$ cat src/cop_pkg.sv
package cop_pkg;

    // RAM sizes in 16-bit words
    localparam int SYSRAM_AW = 11;              // 2K words of work RAM
    localparam int PAL_AW    = 9;               // 512 palette words

    localparam logic [15:0] OPEN_BUS = 16'hffff; // nothing drives the bus

    // access targets, also the bit index into the strobe vector
    localparam logic [2:0] TGT_NONE   = 3'd0;
    localparam logic [2:0] TGT_ROM    = 3'd1;
    localparam logic [2:0] TGT_SYSRAM = 3'd2;
    localparam logic [2:0] TGT_PAL    = 3'd3;
    localparam logic [2:0] TGT_PRI    = 3'd4;
    localparam logic [2:0] TGT_IO     = 3'd5;
    localparam logic [2:0] TGT_SND    = 3'd6;
    localparam logic [2:0] TGT_DISP   = 3'd7;

    // registers at 0x180000, word offsets
    localparam logic [2:0] IO_CAB  = 3'd0;      // joysticks + buttons
    localparam logic [2:0] IO_DIP  = 3'd1;      // dip switches
    localparam logic [2:0] IO_SYS  = 3'd4;      // vblank, coins, service
    localparam logic [2:0] IO_VCLR = 3'd5;      // vblank irq ack

    // word address A[23:1] seen as a memory region
    typedef struct packed {
        logic [1:0]  xtra;     // A[23:22], not wired on the board
        logic [1:0]  region;   // A[21:20]
        logic [2:0]  bank;     // A[19:17]
        logic [11:0] page;     // A[16:5]
        logic [3:0]  low;      // A[4:1]
    } cop_adr_rgn_t;

    // same address seen as an I/O register
    typedef struct packed {
        logic [18:0] upper;    // A[23:5]
        logic        io_hi;    // A[4]
        logic [2:0]  io_reg;   // A[3:1]
    } cop_adr_io_t;

    typedef union packed {
        cop_adr_rgn_t rgn;
        cop_adr_io_t  io;
    } cop_addr_u;

    typedef struct packed {
        cop_addr_u   adr;
        logic [15:0] dat;
        logic [1:0]  sel;      // [1] upper byte, [0] lower byte
        logic        we;
    } cop_wb_req_t;

    typedef struct packed {
        logic [2:0] tgt;
        logic [2:0] io_reg;
        logic       valid_io;  // io_reg means something
    } cop_dec_t;

    typedef struct packed {
        logic [7:0]           stb;   // one bit per target code
        logic                 we;
        logic [SYSRAM_AW-1:0] idx;   // word index inside the target
        logic [15:0]          dat;
        logic [1:0]           sel;
    } cop_acc_t;

endpackage

$ cat src/cop_addr_decoder.sv
module cop_addr_decoder (
    input  cop_pkg::cop_wb_req_t req,
    output cop_pkg::cop_dec_t    dec
);

    // map is fixed by the board PALs, A[23:22] are don't care
    always_comb begin
        dec.tgt      = cop_pkg::TGT_NONE;
        dec.io_reg   = req.adr.io.io_reg;       // A[3:1]
        dec.valid_io = 1'b0;

        case (req.adr.rgn.region)
            2'd0: begin
                // program ROM covers the lower half, read only
                if (!req.we && req.adr.rgn.bank < 3'd4) begin
                    dec.tgt = cop_pkg::TGT_ROM;
                end
            end
            2'd1: begin
                case (req.adr.rgn.bank)
                    3'd0: dec.tgt = cop_pkg::TGT_SYSRAM;   // 0x100000, mirrored
                    3'd1: dec.tgt = cop_pkg::TGT_NONE;     // object RAM, not here
                    3'd2: dec.tgt = cop_pkg::TGT_PAL;      // 0x140000
                    3'd3: dec.tgt = cop_pkg::TGT_PRI;      // 0x160000
                    3'd4: begin                             // 0x180000
                        // upper half of each 32-byte block stays silent
                        if (!req.adr.io.io_hi) begin
                            dec.tgt      = cop_pkg::TGT_IO;
                            dec.valid_io = 1'b1;
                        end
                    end
                    3'd5: dec.tgt = cop_pkg::TGT_SND;      // 0x1a0000
                    default: dec.tgt = cop_pkg::TGT_NONE;  // protection, mcu
                endcase
            end
            default: begin
                // both upper regions belong to the BAC06 chips
                dec.tgt = cop_pkg::TGT_DISP;
            end
        endcase
    end

endmodule

$ cat config.mk
export PLATFORM = sky130hd
export DESIGN_NAME = cop_addr_decoder
export DESIGN_NICKNAME = d
export VERILOG_FILES = /design/src/cop_pkg.sv /design/src/cop_addr_decoder.sv
export SDC_FILE = /design/constraint.sdc
export NUM_CORES = 1
export LEC_CHECK = 0
export BUFFER_PORTS_ARGS = -buffer_cell sky130_fd_sc_hd__buf_2
export CORE_AREA = 8 8 45 47
export DETAILED_ROUTE_END_ITERATION = 16
export DIE_AREA = 0 0 53 55
export PLACE_DENSITY_LB_ADDON = 0.25
export SLEW_MARGIN = 15
export SYNTH_ARGS = -nofsm -noshare
export SYNTH_HDL_FRONTEND = slang
export SYNTH_SLANG_ARGS = --single-unit
$ cat constraint.sdc
create_clock -name vclk -period 1.3
set_input_delay 0.26 -clock vclk [all_inputs]
set_output_delay 0.26 -clock vclk [all_outputs]
set_load 0.01 [all_outputs]
## Word level (Yosys, flattened, before mapping)

Cells that the tools add are included.

- Reductions and logical operators: 4
- Equality and inequality tests: 5
- Magnitude comparators: 1
- Mux-type cells: 7

Operator list:

| kind | number |
|---|---|
| 3-bit case mux with 5 select lines | 1 |
| 3-bit by 2-bit equality test with 1-bit output (second input constant) | 2 |
| 3-bit equality test (second input constant) | 2 |
| 3-bit case mux with 2 select lines | 1 |
| 1-bit two-way mux | 4 |
| 3-bit logical NOT | 1 |
| 3-bit less-than comparator (second input constant) | 1 |
| 3-bit two-way mux | 1 |
| 2-bit by 1-bit equality test with 1-bit output (second input constant) | 1 |
| 2-bit logical NOT | 1 |
| 1-bit logical AND | 1 |
| 1-bit logical NOT | 1 |

- Output and inout port bits: 7
- Input port bits: 42
- Logic and storage cells: 17
- Register bits after elaboration: 0

## Logic depth before layout (Yosys ltp)

- Depth in word-level cells: 4
- Mapped depth: 3
- Depth with buffers taken out: 3

## Worst setup path after synthesis

Ideal clock, no wire load.

- Kind: input port to output port
- Start point: in req[39] (netlist name)
- End point: out dec[0] (netlist name)
- Arrival: 824 ps
- Path buffers: 0
- Stages on the path: 2
- Data required time: 1040 ps
- Slack: 216 ps
- Path through: nand2b_1 -> nor4_1

RTL lines:

| element | line | source |
|---|---|---|
| start: declaration | cop_addr_decoder.sv:2 | `input cop_pkg::cop_wb_req_t req,` |
| end: declaration | cop_addr_decoder.sv:3 | `output cop_pkg::cop_dec_t dec` |

==> out/qor.yml <==
yosys:
  synthesis.nets: 59
  ys_seq_area_share_pct: 0
  synth_top_cell_area_share_pct: 18.4
  synth.cell_area_sq_um: 123
  yosys_warnings: 0
  yosysTopAreaCell: "sky130_fd_sc_hd__buf_4"
  postSynthCellCount: 17
  synth_area_leaders: "sky130_fd_sc_hd__buf_4 18%, sky130_fd_sc_hd__nand2b_1 15%, sky130_fd_sc_hd__a21o_2 14%"
  post_synth_num_cell_types: 12
  syn-mean-instance-area_sq_um: 7.21
setup_path:
  timing.critical_path.fanout_max: 4
  cp.buffers_inverters: 2
  max_stage_delay_ps: 360
  critical-path-slowest-cell: "sky130_fd_sc_hd__or3_4"
  critical_path.endpoint_type: "output port"
  critical_path.most_common_cell: "sky130_fd_sc_hd__buf_2"
  crit_arrival_ps: 1010
  setup.worst_path.start_class: "input pin"
  worst-setup-path-type: "in2out"
  largest_delay_share_family_worst_path: "simple AND/OR/NAND/NOR gates"
  critical_path.cell_chain: "buf_2 -> or3_4 -> a2bb2oi_2 -> buf_2"
  timing.critical_path.required_ps: 1040
floorplanning:
  io_pins: 49
  fp.dieArea_sq_um: 2920
  die_width_um: 53
  initial_utilization_pct: 8.86
  std_cell_rows: 14
  core_region_area_sq_um: 1380
  die_y_um: 55
final_layout:
  insertedDiodeCount: 0
  nNetsFinal: 70
  final-seq-area_sq_um: 0
  areaGrowthSynthToFinish_pct: 56.1
  post_route_cells_drive_above_1_share_pct: 65.4
  layout.clock_buffers: 0
  fillCellCount: 156
  multi_input_gate_area_sq_um: 105
  sequential_cell_total: 0
global_routing:
  pin_count_of_the_biggest_net_entering_global_routing: 5
  gr-total-overflow: 0
  antenna_found_initial: 0
  first_pass_grt_wire_length_um: 648
  grtUsageTotal_pct: 2.72
  via_count_of_the_first_global_routing_pass: 159
min_path:
  min-delay-path-class: "in2out"
  min_delay_path_depth: 0
  hp-start: "req[20]"
  whs_endpoint: "dec[2]"
drt:
  postRouteAntennaNets: 0
  detailroute.via_count: 145
  detail_route.first_pass.iterations: 1
  routed_via_density: 3.45
  dr.first_iter.drc_count: 0
  routed_wirelength_um: 400
  wire_per_inst_um: 9.52
  route.detailed.drc: 0
timing:
  unrepaired_setup_endpoints_after_global_routing: "false"
  hold_viol: 0
  setup_tns_ps: 0
  clock.fmax_ghz: 0.785
  slew-limit-headroom_pct: 86.1
  final.min_clock_period_ps: 1270
  whs_ps: 520
  timing_worst_slew_pin_value_ps: 206
  timing.final.setup_violations: 0
  period_share_pct: 98.0
  timing.final.max_slew_violations: 0
place:
  routabilityCongestion: 0.641
  port_buffers: 11
clock_network:
  cts_post_setup_buffers_inserted: 0
  cts_resized: 0
  hold_bufs_at_cts: 0
pwr:
  power.leakage_nw: 0.0931
  pwr_density_cell_nw_per_um2: 309
  worst_ir_drop_vdd_v: 0.0000831
  totalPowerFinal_mw: 0.0592
run_status:
  run_status: "finished clean"
flow_run:
  timing.max_cap.violations: 0
[synth_stat cells]
library cell,count
sky130_fd_sc_hd__nor4_1,1
sky130_fd_sc_hd__a21oi_1,1
sky130_fd_sc_hd__mux2i_1,1
sky130_fd_sc_hd__buf_4,3
sky130_fd_sc_hd__nand2b_1,3
sky130_fd_sc_hd__o22ai_1,1
sky130_fd_sc_hd__nor2b_1,1
sky130_fd_sc_hd__inv_1,1
sky130_fd_sc_hd__a2bb2oi_2,1
sky130_fd_sc_hd__or3_1,1
sky130_fd_sc_hd__a21o_2,2
sky130_fd_sc_hd__o21ai_0,1
[worst max path at each step]
stage            start  slack, ps  endpoint  cells after the start
2_1_floorplan  req[39]        220    dec[0]                      2
3_3_place_gp   req[36]        -20    dec[4]                      5
3_5_place_dp   req[36]         -4    dec[4]                      5
4_1_cts        req[36]       0.09    dec[4]                      5
5_1_grt        req[37]          1    dec[6]                      5
6_report       req[37]         30    dec[4]                      4
[cell type report]
| class | instances | area share, % |
|---|---|---|
| inverters | 1 | 1.96 |
| well taps | 16 | 10.5 |
| multi-input cells | 13 | 54.9 |
| repair buffers | 12 | 32.7 |
[cell families after synthesis]
logic type             synth area share [%]
AND/OR/NAND/NOR                        30.6
buffers and inverters                  21.4
multiplexers                           8.16
AO/OA/AOI/OAI                          39.8
[per-stage QoR]
step	instances	setup WS, ps	instance area, sq um	utilization [%]
after global routing	42	0.966	191	13.8
final	42	25.5	191	13.8
after floorplan	17	216	123	-
after global placement	42	-20.6	183	13.2
after detailed placement	42	-4.20	183	13.2
after CTS	42	0.0927	183	13.2
[placed cells by master, fill, tap and decap left out]
cell type and instances:
sky130_fd_sc_hd__buf_2 11, sky130_fd_sc_hd__nand2b_1 3, sky130_fd_sc_hd__a21o_2 2, sky130_fd_sc_hd__o21ai_2 1, sky130_fd_sc_hd__or3_4 1, sky130_fd_sc_hd__inv_1 1
sky130_fd_sc_hd__a21oi_1 1, sky130_fd_sc_hd__a2bb2oi_2 1, sky130_fd_sc_hd__nor2b_1 1, sky130_fd_sc_hd__o22ai_1 1, sky130_fd_sc_hd__mux2i_1 1, sky130_fd_sc_hd__nor4_1 1
sky130_fd_sc_hd__buf_4 1
[layer usage]
metal	share of wire (%)	track usage, %	vias up
met5	0	0	-
met4	0	0.431	0
met3	18	1.60	0
met2	21	2.54	13
met1	62	4.52	54
li1	-	-	78
[where the power goes]
part / internal, mW / switching, mW / leakage [nW]
sequential: 0 / 0 / 0
combinational: 0.0313 / 0.0278 / 0.0931
clock: 0 / 0 / 0
Note: power is estimated with default switching activity, not from simulation.
