$ cat src/cop_pkg.sv
package cop_pkg;

    // RAM sizes in 16-bit words
    localparam int SYSRAM_AW = 11;              // 2K words of work RAM
    localparam int PAL_AW    = 9;               // 512 palette words

    localparam logic [15:0] OPEN_BUS = 16'hffff; // nothing drives the bus

    // access targets, also the bit index into the strobe vector
    localparam logic [2:0] TGT_NONE   = 3'd0;
    localparam logic [2:0] TGT_ROM    = 3'd1;
    localparam logic [2:0] TGT_SYSRAM = 3'd2;
    localparam logic [2:0] TGT_PAL    = 3'd3;
    localparam logic [2:0] TGT_PRI    = 3'd4;
    localparam logic [2:0] TGT_IO     = 3'd5;
    localparam logic [2:0] TGT_SND    = 3'd6;
    localparam logic [2:0] TGT_DISP   = 3'd7;

    // registers at 0x180000, word offsets
    localparam logic [2:0] IO_CAB  = 3'd0;      // joysticks + buttons
    localparam logic [2:0] IO_DIP  = 3'd1;      // dip switches
    localparam logic [2:0] IO_SYS  = 3'd4;      // vblank, coins, service
    localparam logic [2:0] IO_VCLR = 3'd5;      // vblank irq ack

    // word address A[23:1] seen as a memory region
    typedef struct packed {
        logic [1:0]  xtra;     // A[23:22], not wired on the board
        logic [1:0]  region;   // A[21:20]
        logic [2:0]  bank;     // A[19:17]
        logic [11:0] page;     // A[16:5]
        logic [3:0]  low;      // A[4:1]
    } cop_adr_rgn_t;

    // same address seen as an I/O register
    typedef struct packed {
        logic [18:0] upper;    // A[23:5]
        logic        io_hi;    // A[4]
        logic [2:0]  io_reg;   // A[3:1]
    } cop_adr_io_t;

    typedef union packed {
        cop_adr_rgn_t rgn;
        cop_adr_io_t  io;
    } cop_addr_u;

    typedef struct packed {
        cop_addr_u   adr;
        logic [15:0] dat;
        logic [1:0]  sel;      // [1] upper byte, [0] lower byte
        logic        we;
    } cop_wb_req_t;

    typedef struct packed {
        logic [2:0] tgt;
        logic [2:0] io_reg;
        logic       valid_io;  // io_reg means something
    } cop_dec_t;

    typedef struct packed {
        logic [7:0]           stb;   // one bit per target code
        logic                 we;
        logic [SYSRAM_AW-1:0] idx;   // word index inside the target
        logic [15:0]          dat;
        logic [1:0]           sel;
    } cop_acc_t;

endpackage

$ cat src/cop_cab_io.sv
module cop_cab_io (
    input  wire               clk,
    input  wire               rst_n,
    input  cop_pkg::cop_acc_t acc,
    input  wire [15:0]        joy,
    input  wire [15:0]        dip,
    input  wire               service,
    input  wire [1:0]         coin,
    input  wire               lvbl,      // low during vertical blank
    output logic [15:0]       q,
    output logic [15:0]       pri,
    output logic              vint,
    output logic              obj_copy
);

    logic        lvbl_r;
    logic [15:0] sys_word;

    wire io_cs   = acc.stb[cop_pkg::TGT_IO];
    wire pri_cs  = acc.stb[cop_pkg::TGT_PRI];
    wire vb_fall = lvbl_r && !lvbl;     // blanking starts
    wire vclr    = io_cs && acc.we && (acc.idx[2:0] == cop_pkg::IO_VCLR);

    assign sys_word = {12'd0, service, coin, lvbl_r};

    always_ff @(posedge clk or negedge rst_n) begin
        if (!rst_n) begin
            lvbl_r   <= 1'b1;
            vint     <= 1'b0;
            obj_copy <= 1'b0;
            pri      <= 16'd0;
        end else begin
            lvbl_r   <= lvbl;
            obj_copy <= vb_fall;        // one pulse per frame
            if (vb_fall)   vint <= 1'b1; // set wins over clear
            else if (vclr) vint <= 1'b0;
            if (pri_cs && acc.we) begin
                if (acc.sel[0]) pri[7:0]  <= acc.dat[7:0];
                if (acc.sel[1]) pri[15:8] <= acc.dat[15:8];
            end
        end
    end

    // read port, the rest of the block reads zero
    always_ff @(posedge clk) begin
        if (pri_cs) begin
            q <= pri;
        end else if (io_cs) begin
            case (acc.idx[2:0])
                cop_pkg::IO_CAB: q <= joy;
                cop_pkg::IO_DIP: q <= dip;
                cop_pkg::IO_SYS: q <= sys_word;
                default:         q <= 16'd0;  // rotary, vclr
            endcase
        end
    end

endmodule

$ cat config.mk
export PLATFORM = sky130hd
export DESIGN_NAME = cop_cab_io
export DESIGN_NICKNAME = d
export VERILOG_FILES = /design/src/cop_pkg.sv /design/src/cop_cab_io.sv
export SDC_FILE = /design/constraint.sdc
export NUM_CORES = 1
export LEC_CHECK = 0
export BUFFER_PORTS_ARGS = -buffer_cell sky130_fd_sc_hd__buf_2
export CORE_MARGIN = 8
export CORE_UTILIZATION = 41
export DETAILED_ROUTE_END_ITERATION = 10
export PLACE_DENSITY = 0.91
export SLEW_MARGIN = 0
export SYNTH_ARGS = -nofsm -noshare
export SYNTH_HDL_FRONTEND = slang
export SYNTH_SLANG_ARGS = --single-unit
export TNS_END_PERCENT = 30
$ cat constraint.sdc
create_clock -name clk -period 1.3 [get_ports clk]
set_input_delay 0 -clock clk [delete_from_list [all_inputs] [get_ports clk]]
set_output_delay 0 -clock clk [all_outputs]
set_load 0.05 [all_outputs]
[Word level (Yosys, flattened, before mapping)]
Index checks and enable logic that the tools add are counted.
Word-level totals
  latch bits: 0
  word-level logic and storage cells: 24
  memories: 0
  flip-flop bits (word level): 35
  memory bits (read-only): 0
  input port bits: 76
  bits in writable memories: 0
Operators by class
  reduce and logical (&&, ||, !) cells: 10
  div/mod/pow operators: 0
  muxes and demuxes: 5
  bitwise logic cells: 0
  $add $sub $neg: 0
  magnitude comparators: 0
  equality and inequality tests: 3
  multiply operators: 0
  shift operators: 0
Operators by type and width (number)
  $pmux W16 S3: 1
  $mux W16: 2
  $eq A3 B3 Y1 const B: 2
  $logic_and A1 B1 Y1: 4
  $reduce_and A2 Y1: 2
  $reduce_bool A2 Y1: 2
  $eq A3 B1 Y1 const B: 1
  $logic_not A3 Y1: 1
  $mux W1: 2
  $logic_not A1 Y1: 1

[Longest topological paths before layout]
  word-level depth: 4
  gate-level depth with buffers: 4
  gate-level depth less buffers: 3

[Worst setup path before layout]
Ideal clock, no wire load.
  kind: reg-to-reg
  from: register lvbl_r
  to: register q[0] (data pin)
  stages on the path, launching flop included: 3
  library setup time: 0.257 ns
  path buffers: 0
  path slack: 0.166 ns
  period minus slack after synthesis: 1.134 ns
  arrival time: 0.878 ns
  data required time: 1.043 ns
  cell sequence: dfstp_2 a211o_2 a32o_1
Between the ends
  longest elaborated chain between the ends: 3
RTL lines
  start: declaration: RTL line cop_cab_io.sv:16  | logic lvbl_r;
  start signal: assignment: RTL line cop_cab_io.sv:33  | lvbl_r <= lvbl;
  $pmux W16 S3: RTL line cop_cab_io.sv:49  | case (acc.idx[2:0])
  $mux W16: RTL line cop_cab_io.sv:48  | end else if (io_cs) begin
  $mux W16: RTL line cop_cab_io.sv:46  | if (pri_cs) begin
  end signal: assignment: RTL line cop_cab_io.sv:47  | q <= pri;
  end signal: assignment: RTL line cop_cab_io.sv:50  | cop_pkg::IO_CAB: q <= joy;
  end signal: assignment: RTL line cop_cab_io.sv:51  | cop_pkg::IO_DIP: q <= dip;
  end: declaration: RTL line cop_cab_io.sv:10  | output logic [15:0] q,
No other way between the ends. The select of a mux whose other input is x is not followed.
A chain may end at the register's enable or synchronous reset.

[Worst setup path after layout]
  from: input port acc[19] (netlist bit)
  to: register q[14] (data pin)
Between the ends
  longest elaborated chain between the ends: 4
  elaborated cells between the ends (all ways): 6
  classes of those cells: eq/ne (2); mux (3); reduce/logical (1)
RTL lines
  start: declaration: RTL line cop_cab_io.sv:4  | input cop_pkg::cop_acc_t acc,
  $eq A3 B3 Y1 (tied with other cells): RTL line cop_cab_io.sv:49
  $pmux W16 S3 *: RTL line cop_cab_io.sv:49
  $mux W16 *: RTL line cop_cab_io.sv:48
  $mux W16 *: RTL line cop_cab_io.sv:46
Every way passes the cells marked *; elsewhere a longest branch is shown, timed or not. The select of a mux whose other input is x is not followed.

==> impl_metrics.csv <==
group,metric,value,unit
sta,rsz0062_at_grt,"true",
setup_path,crit_required,1420,ps
sta,slew_violations,0,
sta,finalCritPeriodShare,0.946,
sta,setup_viol,0,
yosys,synth_nets,198,
setup_path,critPathMaxFanout,12,
run,cap_violations,0,
min_path,hold_path.class,"input port to flop",
setup_path,cp.arrival,1350,ps
power_and_ir_drop,vdd_ir_drop_max,983,uV
setup_path,critPathKind,"input port to flop",
detailed_routing,drt-initial-drc-count,95,
outcome,status,"finished clean",
min_path,hold_path_end,"vint$_DFFE_PN0P_",
setup_path,critPathCaptureType,"flop",
finish,nets,314,
detailed_routing,routed_via_density,4.97,
sta,final_hold_viol_count,0,
floorplan,die_y,78.5,um
global_routing,grt_pass1_wl,7.65,mm
detailed_routing,drtAntennaViolNets,0,
min_path,min_path_cells,4,
setup_path,start_kind,"input port",
sta,finClkSkew,6.43,ps
yosys,syn_area,1600,um2
global_routing,gr-usage-all-layers,0.159,
setup_path,cp_cell_sequence,"dlygate4sd3_1 > buf_2 > or3_4 > o21ai_0",
sta,worst_slack,69.9,ps
min_path,hold_path_startpoint,"acc[35]",
setup_path,path_buf_inv,2,
setup_path,cpLargestDelayFamily,"buffers and inverters",
global_routing,grt_remaining_overflow,0,
placement,portBuffers,95,
setup_path,slowest_delay,560,ps
clock_network,clockRootBuffer,"clkbuf_8",
placement,place_worst_setup_slack,143,ps
finish,drive_gt1_frac,0.536,
setup_path,worstRegToRegCells,2,
global_routing,grt_pass1_vias,1519,
clock_network,cts_buffer_depth,2,
setup_path,slowest_stage,"dlygate4sd3_1",
power_and_ir_drop,fin_total_pwr,3410,uW
floorplan,start_util,0.430,
global_routing,grt_max_degree,22,
setup_path,rr_startpoint,"lvbl_r$_DFF_PN1_",
setup_path,rrSetupSlack,130,ps
placement,gp_congestion,0.867,
yosys,ys_ff_latch,35,
sta,worst_slew_pin_slew,493,ps
sta,tns,0,ps
clock_network,cts_made_buffers,5,
yosys,yosysUniqueCellTypes,24,
finish,fin_util,0.643,
sta,fmax,813,MHz
detailed_routing,num_vias,1436,
detailed_routing,drc,0,
clock_network,path_clk_slew,70,ps
floorplan,row_count,22,
floorplan,core_area,3720,um2
power_and_ir_drop,power.leakage,0.00117,uW
clock_network,cts_tree,"yes",
detailed_routing,detail_route.first_pass.iterations,5,
clock_network,cts_sinks,35,
floorplan,ioPinCount,110,
sta,slew_headroom,0.671,
global_routing,antenna_found_initial,1,
detailed_routing,wl_per_cell,17.0,um
sta,holdWs,78.0,ps
finish,n_fill_cell,317,
yosys,ys_warn_count,0,
finish,area_delta_synth_final,49.5,%
power_and_ir_drop,power_density,1430,nW/um2
clock_network,clock_latency,280,ps
floorplan,die_w,78.5,um
detailed_routing,wl,4.90,mm
yosys,synthCells,122,
setup_path,r2r-end,"q[0]$_DFFE_PP_",
placement,hpwl,3.73,mm
clock_network,post-cts-setup-buffers,0,
yosys,syn_area_per_cell,13.1,um2
floorplan,die_area,6150,um2
sta,period_needed,1230,ps
yosys,ys_seq_area_frac,0.599,
clock_network,h-tree-depth,2,
==> stage by stage <==
stage	cell area, um2	cells
floorplan	1600	122
global placement	2110	260
detailed placement	2110	260
CTS	2380	287
global route	2390	289
finish	2390	289
==> registers in the layout, summed over array words and instances (netlist names) <==
signal / flops
pri: 16
vint: 1
q: 16
obj_copy: 1
lvbl_r: 1
==> worst reg2reg max path, delay by kind of cell, from the launching register on <==
kind           cells  cell delay, ps
AO/OA/AOI/OAI      2             560
flip-flops         1             370
==> power by group <==
group	leakage [uW]	switching [uW]	internal (uW)
sequential	0.000394	107	1350
clock	0.0000445	395	374
combinational	0.000728	837	353
==> metal layers <==
| metal | part of all wire | routed length (um) | global-route usage | vias up |
|---|---|---|---|---|
| li1 | - | - | - | 679 |
| met1 | 0.35 | 1710 | 0.162 | 670 |
| met2 | 0.54 | 2660 | 0.286 | 71 |
| met3 | 0.077 | 375 | 0.0478 | 16 |
| met4 | 0.033 | 160 | 0.0833 | 0 |
| met5 | 0 | 0 | 0 | - |
==> what timing repair did <==
action | 4_1_cts | 5_1_grt
setup endpoints to repair | 0 | 3
resized for setup | 0 | 1
hold buffers | 19 | 0
hold endpoints to repair | 38 | 0
==> worst max-delay path by stage <==
stage,start,to,cells past startpoint
global route,acc[19],q[8]$_DFFE_PP_,4
global placement,lvbl_r$_DFF_PN1_,q[0]$_DFFE_PP_,2
CTS,acc[19],q[9]$_DFFE_PP_,4
detailed placement,lvbl_r$_DFF_PN1_,q[0]$_DFFE_PP_,2
finish,acc[19],q[14]$_DFFE_PP_,4
floorplan,lvbl_r$_DFF_PN1_,q[0]$_DFFE_PP_,2
==> cells by family after synthesis <==
group	after synthesis	synth area share
AO/OA/AOI/OAI	25	0.103
AND/OR/NAND/NOR	24	0.0798
flip-flops	35	0.599
multiplexers	28	0.188
buffers and inverters	10	0.0313
==> cell usage after synthesis, drive strengths merged <==
master	instances	area share
o21ai	17	0.053
nand2	12	0.028
dfstp	1	0.016
nor2	1	0.0023
clkbuf	2	0.0055
mux2i	12	0.075
dfrtp	18	0.28
or2	1	0.0039
nand3	2	0.0094
edfxtp	16	0.30
nand4	1	0.0039
buf	4	0.016
inv	4	0.0094
or3	1	0.0070
a211o	4	0.024
nand2b	1	0.0039
mux2	16	0.11
a32o	4	0.025
nor2b	5	0.021
==> final cells by class <==
| cell class | count | area (um2) | area share |
|---|---|---|---|
| Inverter | 4 | 15.0 | 0.00628 |
| Tap cell | 48 | 60.1 | 0.0251 |
| Clock buffer | 5 | 68.8 | 0.0288 |
| Timing Repair Buffer | 115 | 673 | 0.282 |
| Multi-Input combinational cell | 77 | 592 | 0.248 |
| Sequential cell | 35 | 957 | 0.401 |
| Antenna cell | 2 | 5.00 | 0.00209 |
| Clock inverter | 3 | 18.8 | 0.00785 |
==> cell usage in the layout (no fill, tap or decap), types with 2 or more instances in the layout <==
cell            n
buf_2          95
dlygate4sd3_1  19
dfrtp_1        18
o21ai_0        16
mux2_2         16
edfxtp_1       16
mux2i_1        12
nand2_1        12
clkbuf_8        5
inv_1           4
a32o_1          4
nor2b_1         4
a211o_2         3
diode_2         2
No activity file was read; power rests on OpenSTA's default activity.
