[config.mk]
export PLATFORM = sky130hd
export DESIGN_NAME = cop_sound_latch
export DESIGN_NICKNAME = d
export VERILOG_FILES = /design/src/cop_pkg.sv /design/src/cop_sound_latch.sv
export SDC_FILE = /design/constraint.sdc
export NUM_CORES = 1
export LEC_CHECK = 0
export BUFFER_PORTS_ARGS = -buffer_cell sky130_fd_sc_hd__buf_4
export CORE_MARGIN = 2
export CORE_UTILIZATION = 36
export DETAILED_ROUTE_END_ITERATION = 12
export PLACE_DENSITY = 0.81
export SETUP_SLACK_MARGIN = 0.2
export SLEW_MARGIN = 20
export SYNTH_ARGS = -nofsm -noshare
export SYNTH_HDL_FRONTEND = slang
export SYNTH_SLANG_ARGS = --single-unit
[constraint.sdc]
create_clock -name clk -period 1.99 [get_ports clk]
set_input_delay 0.0995 -clock clk [delete_from_list [all_inputs] [get_ports clk]]
set_output_delay 0.0995 -clock clk [all_outputs]
set_load 0.03 [all_outputs]
[src/cop_pkg.sv]
package cop_pkg;

    // RAM sizes in 16-bit words
    localparam int SYSRAM_AW = 11;              // 2K words of work RAM
    localparam int PAL_AW    = 9;               // 512 palette words

    localparam logic [15:0] OPEN_BUS = 16'hffff; // nothing drives the bus

    // access targets, also the bit index into the strobe vector
    localparam logic [2:0] TGT_NONE   = 3'd0;
    localparam logic [2:0] TGT_ROM    = 3'd1;
    localparam logic [2:0] TGT_SYSRAM = 3'd2;
    localparam logic [2:0] TGT_PAL    = 3'd3;
    localparam logic [2:0] TGT_PRI    = 3'd4;
    localparam logic [2:0] TGT_IO     = 3'd5;
    localparam logic [2:0] TGT_SND    = 3'd6;
    localparam logic [2:0] TGT_DISP   = 3'd7;

    // registers at 0x180000, word offsets
    localparam logic [2:0] IO_CAB  = 3'd0;      // joysticks + buttons
    localparam logic [2:0] IO_DIP  = 3'd1;      // dip switches
    localparam logic [2:0] IO_SYS  = 3'd4;      // vblank, coins, service
    localparam logic [2:0] IO_VCLR = 3'd5;      // vblank irq ack

    // word address A[23:1] seen as a memory region
    typedef struct packed {
        logic [1:0]  xtra;     // A[23:22], not wired on the board
        logic [1:0]  region;   // A[21:20]
        logic [2:0]  bank;     // A[19:17]
        logic [11:0] page;     // A[16:5]
        logic [3:0]  low;      // A[4:1]
    } cop_adr_rgn_t;

    // same address seen as an I/O register
    typedef struct packed {
        logic [18:0] upper;    // A[23:5]
        logic        io_hi;    // A[4]
        logic [2:0]  io_reg;   // A[3:1]
    } cop_adr_io_t;

    typedef union packed {
        cop_adr_rgn_t rgn;
        cop_adr_io_t  io;
    } cop_addr_u;

    typedef struct packed {
        cop_addr_u   adr;
        logic [15:0] dat;
        logic [1:0]  sel;      // [1] upper byte, [0] lower byte
        logic        we;
    } cop_wb_req_t;

    typedef struct packed {
        logic [2:0] tgt;
        logic [2:0] io_reg;
        logic       valid_io;  // io_reg means something
    } cop_dec_t;

    typedef struct packed {
        logic [7:0]           stb;   // one bit per target code
        logic                 we;
        logic [SYSRAM_AW-1:0] idx;   // word index inside the target
        logic [15:0]          dat;
        logic [1:0]           sel;
    } cop_acc_t;

endpackage

[src/cop_sound_latch.sv]
module cop_sound_latch (
    input  wire               clk,
    input  wire               rst_n,
    input  cop_pkg::cop_acc_t acc,
    output logic [15:0]       q,
    output logic [7:0]        snd_latch,
    output logic              snd_irq      // nmi request to the sound cpu
);

    wire cs  = acc.stb[cop_pkg::TGT_SND];
    wire wr  = cs && acc.we && acc.sel[0];  // byte lane 0 only

    always_ff @(posedge clk or negedge rst_n) begin
        if (!rst_n) begin
            snd_latch <= 8'd0;
            snd_irq   <= 1'b0;
        end else begin
            snd_irq <= wr;
            if (wr) snd_latch <= acc.dat[7:0];
        end
    end

    always_ff @(posedge clk) begin
        if (cs) q <= {8'h00, snd_latch};    // upper byte not driven by the latch
    end

endmodule

# --- Word level (Yosys, flattened, before mapping) ---
# Index checks and enable logic that the tools add are counted.
totals:
  regBits: 17
  in_bits: 40
  output_inout_bits: 25
  word_cells: 5
classes:
  n_reduce_logical: 2
op_table:
  columns: ["cell", "n"]
  rows:
  - ["1-bit logical AND", 2]

# --- Logic depth before layout (Yosys ltp) ---
# Gate-level depths: netlist (run 1).
logic_depth:
  ltp_word: 2
  mapped_depth: 2
  mapped_depth_nobuf: 2

# --- Least setup slack after synthesis (run 1) ---
# Ideal clock, no wire load.
synth_timing:
  kind: "reg-to-reg"
  from: "register, netlist name snd_latch[0]"
  to: "register snd_latch[0]"
  setup_time_ns: 0.125
  arrival_ns: 0.767
  required_time_ns: 1.865
  path_slack_ns: 1.098
  path_stages_with_launch: 2
  path_buffers: 0
  synth_period_minus_slack_ns: 0.892
  path_cell_list: "dfrtp_1 > mux2_2"
synth_rtl:
  columns: ["item", "line_no", "text"]
  rows:
  - ["end signal: assignment", "cop_sound_latch.sv:19", "if (wr) snd_latch <= acc.dat[7:0];"]
  - ["end: declaration", "cop_sound_latch.sv:6", "output logic [7:0] snd_latch,"]

# --- Worst setup path in the final report (run 1) ---
layout_timing:
  from: "register snd_latch[3]"
  to: "output port snd_latch[3]"
# No word-level cell between the ends.

==> metrics.txt, run 1 <==
# TYPE chip_impl_metric gauge
chip_impl_info{name="outcome",value="finished clean"} 1
chip_impl_metric{name="final_setup_fails",unit=""} 0
chip_impl_metric{name="largest_net_degree_at_the_start_of_global_routing",unit=""} 10
chip_impl_metric{name="insertedDiodeCount",unit=""} 0
chip_impl_metric{name="wl_met1",unit="µm"} 393
chip_impl_info{name="dr.max_layer_used",value="met3"} 1
chip_impl_metric{name="starting_density",unit=""} 0.375
chip_impl_metric{name="power.static_leakage",unit="µW"} 0.000419
chip_impl_info{name="yosys-top-cells-area",value="sky130_fd_sc_hd__edfxtp_1 (38%), sky130_fd_sc_hd__dfrtp_1 (35%), sky130_fd_sc_hd__mux2_2 (14%)"} 1
chip_impl_metric{name="detail_route.first_pass.iterations",unit=""} 1
chip_impl_metric{name="post_synth_inst_count",unit=""} 36
chip_impl_metric{name="antenna_found_initial",unit=""} 0
chip_impl_metric{name="final_layout_setup_total_negative_slack",unit="ns"} 0
chip_impl_metric{name="chipHeight",unit="µm"} 46.2
chip_impl_info{name="cp_slowest_cell",value="sky130_fd_sc_hd__dfrtp_1"} 1
chip_impl_metric{name="floorplan.rows",unit=""} 15
chip_impl_metric{name="core_region_area",unit="mm²"} 0.00171
chip_impl_metric{name="vias_in_the_first_global_route",unit=""} 334
chip_impl_metric{name="fin_ws",unit="ns"} 1.04
chip_impl_metric{name="min_period_over_period",unit=""} 0.479
chip_impl_metric{name="p_per_area",unit="mW/mm²"} 1000
chip_impl_metric{name="critical_path.max_fanout",unit=""} 3
chip_impl_info{name="hold_path_class",value="in2reg"} 1
chip_impl_metric{name="clk_latency",unit="ns"} 0.27
chip_impl_metric{name="worst-path-buf-inv",unit=""} 1
chip_impl_metric{name="final.min_clock_period",unit="ns"} 0.953
chip_impl_metric{name="n_fill_cell",unit=""} 152
chip_impl_info{name="timing_worst_setup_path_type",value="reg2out"} 1
chip_impl_metric{name="finalClockSkew",unit="ns"} 0.00266
chip_impl_metric{name="synth_area_per_cell",unit="µm²"} 17.8
chip_impl_metric{name="clock_tree.buffer_depth",unit=""} 2
chip_impl_metric{name="first_pass_grt_wire_length",unit="µm"} 1380
chip_impl_info{name="critPathTopFamily",value="flip-flops"} 1
chip_impl_metric{name="post-route-drc-count",unit=""} 0
chip_impl_info{name="cts-root-buf",value="sky130_fd_sc_hd__clkbuf_4"} 1
chip_impl_metric{name="post_synth_instance_area",unit="µm²"} 641
chip_impl_metric{name="cp.required",unit="ns"} 1.89
chip_impl_metric{name="wl_met2",unit="µm"} 552
chip_impl_metric{name="ios",unit=""} 65
chip_impl_metric{name="port-buffer-count",unit=""} 29
chip_impl_metric{name="mean_number_of_vias_per_cell",unit=""} 3.86
chip_impl_metric{name="critPathArrivalTime",unit="ns"} 0.85
chip_impl_info{name="rsz0062_at_grt",value="no"} 1
chip_impl_metric{name="wire_length_on_met3",unit="µm"} 41
chip_impl_metric{name="grt_usage",unit=""} 0.0929
chip_impl_metric{name="dr_total_vias",unit=""} 363
chip_impl_info{name="clock_tree_from_tritoncts",value="done"} 1
chip_impl_metric{name="die_area",unit="mm²"} 0.00213
chip_impl_metric{name="synth_sequential_area_ratio",unit=""} 0.727
chip_impl_metric{name="cts.reportedPaths.clkPinSlew",unit="ns"} 0.09
chip_impl_metric{name="place_worst_setup_slack",unit="ns"} 1.10
chip_impl_metric{name="cts_htree_levels",unit=""} 1
chip_impl_metric{name="synth.lib_cells_used.distinct",unit=""} 7
chip_impl_metric{name="post_route_cells_drive_above_1_share",unit=""} 0.594
chip_impl_metric{name="ys_seq_elements",unit=""} 17
chip_impl_metric{name="detail-route-antenna-nets",unit=""} 0
chip_impl_info{name="critical_path.startpoint_type",value="register"} 1
chip_impl_info{name="synth_top_cell_by_area",value="sky130_fd_sc_hd__edfxtp_1"} 1
chip_impl_metric{name="ir_worst_vdd",unit="mV"} 0.374
chip_impl_metric{name="largest_incremental_delay_on_the_critical_path",unit="ns"} 0.41
chip_impl_info{name="crit_path_cell_chain",value="buf_4"} 1
chip_impl_metric{name="finalWeightedCongestion",unit=""} 0.652
chip_impl_metric{name="synthDominantCellAreaShare",unit=""} 0.375
chip_impl_metric{name="drt-wirelength-per-cell",unit="µm"} 10.5
chip_impl_metric{name="grt_overflow",unit=""} 0
chip_impl_metric{name="initialDrtViolationCount",unit=""} 0
chip_impl_metric{name="timing.final.max_slew_violations",unit=""} 0
chip_impl_metric{name="hpwl_dp",unit="µm"} 768
chip_impl_metric{name="timing.final.hold_violations",unit=""} 0
chip_impl_metric{name="nets",unit=""} 110
chip_impl_metric{name="area.growth.synth_to_final",unit="%"} 39.3
chip_impl_metric{name="drv_cap",unit=""} 0
chip_impl_info{name="end_kind",value="output pin"} 1
chip_impl_metric{name="max_freq",unit="MHz"} 1050
chip_impl_metric{name="cts-buffers-inserted",unit=""} 3
chip_impl_metric{name="fp.dieW",unit="µm"} 46.2
chip_impl_metric{name="clkSinkCount",unit=""} 17
chip_impl_metric{name="finalWirelength",unit="µm"} 987
chip_impl_metric{name="worst-r2r-setup-slack",unit="ns"} 1.21
chip_impl_metric{name="synth_warn",unit=""} 0
==> kinds of logic after synthesis <==
| group | count (synthesis) | share of synthesized area |
|---|---|---|
| and+or+nand+nor | 1 | 0.0273 |
| buffers and inverters | 9 | 0.0996 |
| DFF | 17 | 0.727 |
| other | 1 | 0.00585 |
| muxes | 8 | 0.141 |
==> cell type report <==
| type | count | area (µm²) | share of cell area |
|---|---|---|---|
| Inverter | 1 | 3.75 | 0.00421 |
| Multi-Input combinational cell | 17 | 138 | 0.154 |
| Clock buffer | 4 | 26.3 | 0.0295 |
| Tap cell | 25 | 31.3 | 0.0351 |
| Timing Repair Buffer | 30 | 228 | 0.255 |
| Sequential cell | 17 | 465 | 0.522 |
==> state kept, by name, summed over array words and instances, names as in the netlist <==
| name | flops |
|---|---|
| snd_latch | 8 |
| q | 8 |
| snd_irq | 1 |
==> stage by stage <==
step	power (µW)	std cells	util	instance area (µm²)	hold WS, ns
after floorplan	632	43	-	667	-0.196
after global placement	728	89	0.501	856	-0.0750
after detailed placement	734	89	0.501	856	-0.0737
after CTS	904	94	0.522	892	0.0451
after global routing	929	94	0.522	892	0.0455
final	896	94	0.522	892	0.0499
==> cells in the mapped netlist <==
library cell	count
sky130_fd_sc_hd__buf_4	8
sky130_fd_sc_hd__conb_1	1
sky130_fd_sc_hd__dfrtp_1	9
sky130_fd_sc_hd__edfxtp_1	8
sky130_fd_sc_hd__inv_1	1
sky130_fd_sc_hd__mux2_2	8
sky130_fd_sc_hd__nand3_4	1
==> layer usage <==
metal | GRT usage | vias to the layer above
li1 | - | 176
met5 | 0 | -
met2 | 0.167 | 17
met4 | 0.0686 | 0
met3 | 0 | 0
met1 | 0.104 | 170
==> cells in the final DEF, fill, tap and decap left out, drive strengths merged <==
master,synthesis,final
conb,1,8
inv,1,1
dfrtp,9,9
buf,8,29
dlygate4sd3,0,1
mux2,8,8
nand3,1,1
clkbuf,0,4
edfxtp,8,8
==> timing repair <==
item,4_1_cts,5_1_grt
endpoints found under the setup margin,0,0
hold buffers,1,0
setup buffers,0,0
gates resized for setup,0,0
hold endpoints to repair,9,0
==> report_power, final <==
group	leakage, µW	internal (µW)	switching, µW	total, µW
combinational	0.000217	104	165	269
clock	0.0000150	77.6	92.6	170
sequential	0.000187	429	27.1	456
total	0.000419	611	285	896
==> final timing paths <==
path                                 to  cells after the start          from
hold reg to reg                    q[6]                      0  snd_latch[6]
setup reg to reg           snd_latch[5]                      1  snd_latch[5]
min in group asynchronous  snd_latch[7]                      2         rst_n
hold / removal             snd_latch[0]                      2        acc[2]
max in group asynchronous  snd_latch[4]                      2         rst_n
setup / recovery           snd_latch[3]                      1  snd_latch[3]
Power figures use the tool's default switching activity.
==> inputs of run 2 (changes only) <==
ABC_AREA = 1   (was unset)
CORE_UTILIZATION = 32   (was 36)
PLACE_DENSITY = 0.74   (was 0.81)
clock period = 0.85 ns   (was 1.99 ns; I/O delays follow)
==> run 2 against run 1 <==
Net effect:
- the run now ends with setup timing left
- cell area is 22% higher
- non-clock buffer count is 8 higher
- sequential cell count stayed put
- worst setup slack worse by 1.1 ns
- combinational power grew to 2.9 times the previous value
- synthesized cell count is 53% higher
- first-iteration DRC count is 10 higher
- count of clock-buffer cells in the layout is 1 lower
- total power grew to 2.5 times the previous value
- area after synthesis is 8.4% higher
- critical endpoint is now snd_latch[5]
- largest power group unchanged
==> metrics.txt, run 2 <==
# TYPE chip_impl_metric gauge
chip_impl_metric{name="first_pass_grt_wire_length",unit="µm"} 2330
chip_impl_metric{name="largest_incremental_delay_on_the_critical_path",unit="ns"} 0.43
chip_impl_metric{name="grt_usage",unit=""} 0.123
chip_impl_metric{name="cts.reportedPaths.clkPinSlew",unit="ns"} 0.09
chip_impl_info{name="synthFlopType",value="sky130_fd_sc_hd__dfrtp_1"} 1
chip_impl_metric{name="mean_number_of_vias_per_cell",unit=""} 4.49
chip_impl_info{name="clock_tree_from_tritoncts",value="done"} 1
chip_impl_metric{name="floorplan.rows",unit=""} 16
chip_impl_metric{name="synth_sequential_area_ratio",unit=""} 0.670
chip_impl_metric{name="min_period_over_period",unit=""} 1.06
chip_impl_metric{name="p_total",unit="µW"} 2260
chip_impl_info{name="outcome",value="complete, but fails checks"} 1
chip_impl_metric{name="fp.dieW",unit="µm"} 50.6
chip_impl_metric{name="drt-wirelength-per-cell",unit="µm"} 11.6
chip_impl_metric{name="detail_route.first_pass.iterations",unit=""} 4
chip_impl_info{name="timing_worst_setup_path_type",value="reg2out"} 1
chip_impl_metric{name="synthDominantCellAreaShare",unit=""} 0.346
chip_impl_info{name="cts-root-buf",value="sky130_fd_sc_hd__clkbuf_4"} 1
chip_impl_metric{name="vias_in_the_first_global_route",unit=""} 509
chip_impl_metric{name="clk_latency",unit="ns"} 0.29
chip_impl_metric{name="detail-route-antenna-nets",unit=""} 0
chip_impl_metric{name="clkSinkCount",unit=""} 17
chip_impl_metric{name="post_synth_edffs",unit=""} 8
chip_impl_metric{name="ir_worst_vdd",unit="mV"} 0.938
chip_impl_metric{name="cp.required",unit="ns"} 0.81
chip_impl_metric{name="post_synth_instance_area",unit="µm²"} 694
chip_impl_metric{name="synth_warn",unit=""} 0
chip_impl_metric{name="power.static_leakage",unit="µW"} 0.000517
chip_impl_info{name="mostFrequentLayoutCell",value="sky130_fd_sc_hd__buf_6"} 1
chip_impl_info{name="violations",value="setup timing"} 1
chip_impl_info{name="critPathTopFamily",value="flip-flops"} 1
chip_impl_info{name="critical_path.startpoint_type",value="register"} 1
chip_impl_metric{name="initialDrtViolationCount",unit=""} 10
chip_impl_info{name="hold_path_class",value="in2reg"} 1
chip_impl_metric{name="finalClockSkew",unit="ns"} 0.00698
chip_impl_info{name="crit_path_cell_chain",value="buf_6"} 1
chip_impl_metric{name="timing.final.max_slew_violations",unit=""} 0
chip_impl_metric{name="post_synth_inst_count",unit=""} 55
chip_impl_info{name="layout_top_registers",value="q (8), snd_latch (8), snd_irq (1)"} 1
chip_impl_metric{name="post-route-drc-count",unit=""} 0
chip_impl_metric{name="port-buffer-count",unit=""} 29
chip_impl_metric{name="nets",unit=""} 134
chip_impl_metric{name="antenna_found_initial",unit=""} 0
chip_impl_metric{name="cts-buffers-inserted",unit=""} 3
chip_impl_metric{name="cts_htree_levels",unit=""} 1
chip_impl_metric{name="final_setup_fails",unit=""} 17
chip_impl_metric{name="largest_net_degree_at_the_start_of_global_routing",unit=""} 18
chip_impl_metric{name="dr_total_vias",unit=""} 539
chip_impl_metric{name="synth_area_per_cell",unit="µm²"} 12.6
chip_impl_metric{name="fin_ws",unit="ns"} -0.0552
chip_impl_metric{name="synth.lib_cells_used.distinct",unit=""} 9
chip_impl_info{name="cp_slowest_cell",value="sky130_fd_sc_hd__dfrtp_2"} 1
chip_impl_metric{name="final.min_clock_period",unit="ns"} 0.905
chip_impl_metric{name="ios",unit=""} 65
chip_impl_info{name="yosys-top-cells-area",value="sky130_fd_sc_hd__edfxtp_1 (35%), sky130_fd_sc_hd__dfrtp_1 (32%), sky130_fd_sc_hd__buf_4 (8.6%)"} 1
chip_impl_metric{name="ys_async_sr_fraction",unit=""} 0.529
chip_impl_info{name="cell_with_the_most_instances_after_synthesis",value="sky130_fd_sc_hd__nand2_1"} 1
chip_impl_metric{name="clock_tree.buffer_depth",unit=""} 2
chip_impl_info{name="rsz0062_at_grt",value="yes"} 1
chip_impl_metric{name="worst-path-buf-inv",unit=""} 1
chip_impl_metric{name="timing.final.hold_violations",unit=""} 0
chip_impl_metric{name="die_area",unit="mm²"} 0.00256
chip_impl_metric{name="post_route_cells_drive_above_1_share",unit=""} 0.591
chip_impl_info{name="most_used_cells_in_the_layout_excluding_fill_and_tap_cells",value="sky130_fd_sc_hd__buf_6 (22), sky130_fd_sc_hd__buf_4 (14), sky130_fd_sc_hd__nand2_1 (10)"} 1
chip_impl_metric{name="max_freq",unit="MHz"} 1100
chip_impl_metric{name="worst_hold_slack",unit="ns"} 0.00689
chip_impl_info{name="end_kind",value="output pin"} 1
chip_impl_metric{name="insertedDiodeCount",unit=""} 0
chip_impl_metric{name="finalWeightedCongestion",unit=""} 0.700
chip_impl_metric{name="finalWirelength",unit="µm"} 1400
chip_impl_metric{name="final_layout_setup_total_negative_slack",unit="ns"} -0.547
chip_impl_metric{name="starting_density",unit=""} 0.347
chip_impl_metric{name="area.growth.synth_to_final",unit="%"} 56.4
chip_impl_metric{name="p_per_area",unit="mW/mm²"} 2080
chip_impl_metric{name="ys_seq_elements",unit=""} 17
chip_impl_metric{name="critPathArrivalTime",unit="ns"} 0.86
chip_impl_metric{name="hpwl_dp",unit="µm"} 963
chip_impl_metric{name="chipHeight",unit="µm"} 50.6
chip_impl_metric{name="drv_cap",unit=""} 0
chip_impl_metric{name="core_region_area",unit="mm²"} 0.00200
chip_impl_info{name="synth_top_cell_by_area",value="sky130_fd_sc_hd__edfxtp_1"} 1
chip_impl_info{name="ranking_of_synthesized_cells_by_instance_count",value="sky130_fd_sc_hd__nand2_1 (16), sky130_fd_sc_hd__dfrtp_1 (9), sky130_fd_sc_hd__buf_4 (8), sky130_fd_sc_hd__edfxtp_1 (8), sky130_fd_sc_hd__nand4_1 (8)"} 1
chip_impl_metric{name="critical_path.max_fanout",unit=""} 2
chip_impl_metric{name="grt_overflow",unit=""} 0
==> run 2: routing by layer <==
metal / part of all wire / GRT usage
met1: 0.38 / 0.151
met5: 0 / 0
met2: 0.49 / 0.193
met3: 0.11 / 0.0357
met4: 0.018 / 0.0676
==> run 2: where the power goes <==
group	internal (µW)	switching, µW
registers	998	77.3
logic	357	417
clock network	175	237
==> run 2: worst paths after layout <==
path                                     end  cells past startpoint         start  slack (ns)
min in group asynchronous       snd_latch[6]                      2         rst_n        0.10
worst min register to register          q[3]                      0  snd_latch[3]        0.51
worst min-delay path            snd_latch[2]                      3        acc[4]       0.007
worst max-delay path            snd_latch[5]                      1  snd_latch[5]       -0.06
worst max register to register          q[2]                      1  snd_latch[2]        0.05
max in group asynchronous       snd_latch[1]                      2         rst_n        0.59
==> run 2: repair_timing <==
action,CTS,global route
hold buffers,1,1
gates cloned,0,0
gates resized for setup,27,1
endpoints found under the setup margin,27,33
hold endpoints to repair,9,1
setup buffers,7,0
pin swaps,6,3
==> run 2: layout make-up <==
class,count,area (µm²)
Multi-Input combinational cell,33,173
Clock buffer,3,22.5
Inverter,1,3.75
Timing Repair Buffer,38,373
Tap cell,27,33.8
Clock inverter,1,5.00
Fill cell,154,916
Sequential cell,17,475
==> run 2: cells by family (layout without fill, tap and decap cells) <==
group	Yosys count	count (layout)	share of synthesized area
AND/OR/NAND/NOR	25	25	0.184
flip-flops	17	17	0.670
buffers and inverters	12	43	0.141
other	1	8	0.00540
==> run 2: worst min-delay path, delay by kind of cell <==
kind          cells  cell delay (ns)
buf+inv           1             0.08
simple gates      2             0.14
==> run 2: per-stage QoR <==
step,util,cell area [µm²],std cells,setup WS (ns)
floorplan,-,731,62,0.111
global placement,0.444,888,107,0.182
detailed placement,0.444,888,107,0.172
CTS,0.536,1070,119,-0.0491
global route,0.543,1090,120,-0.0791
finish,0.543,1090,120,-0.0552
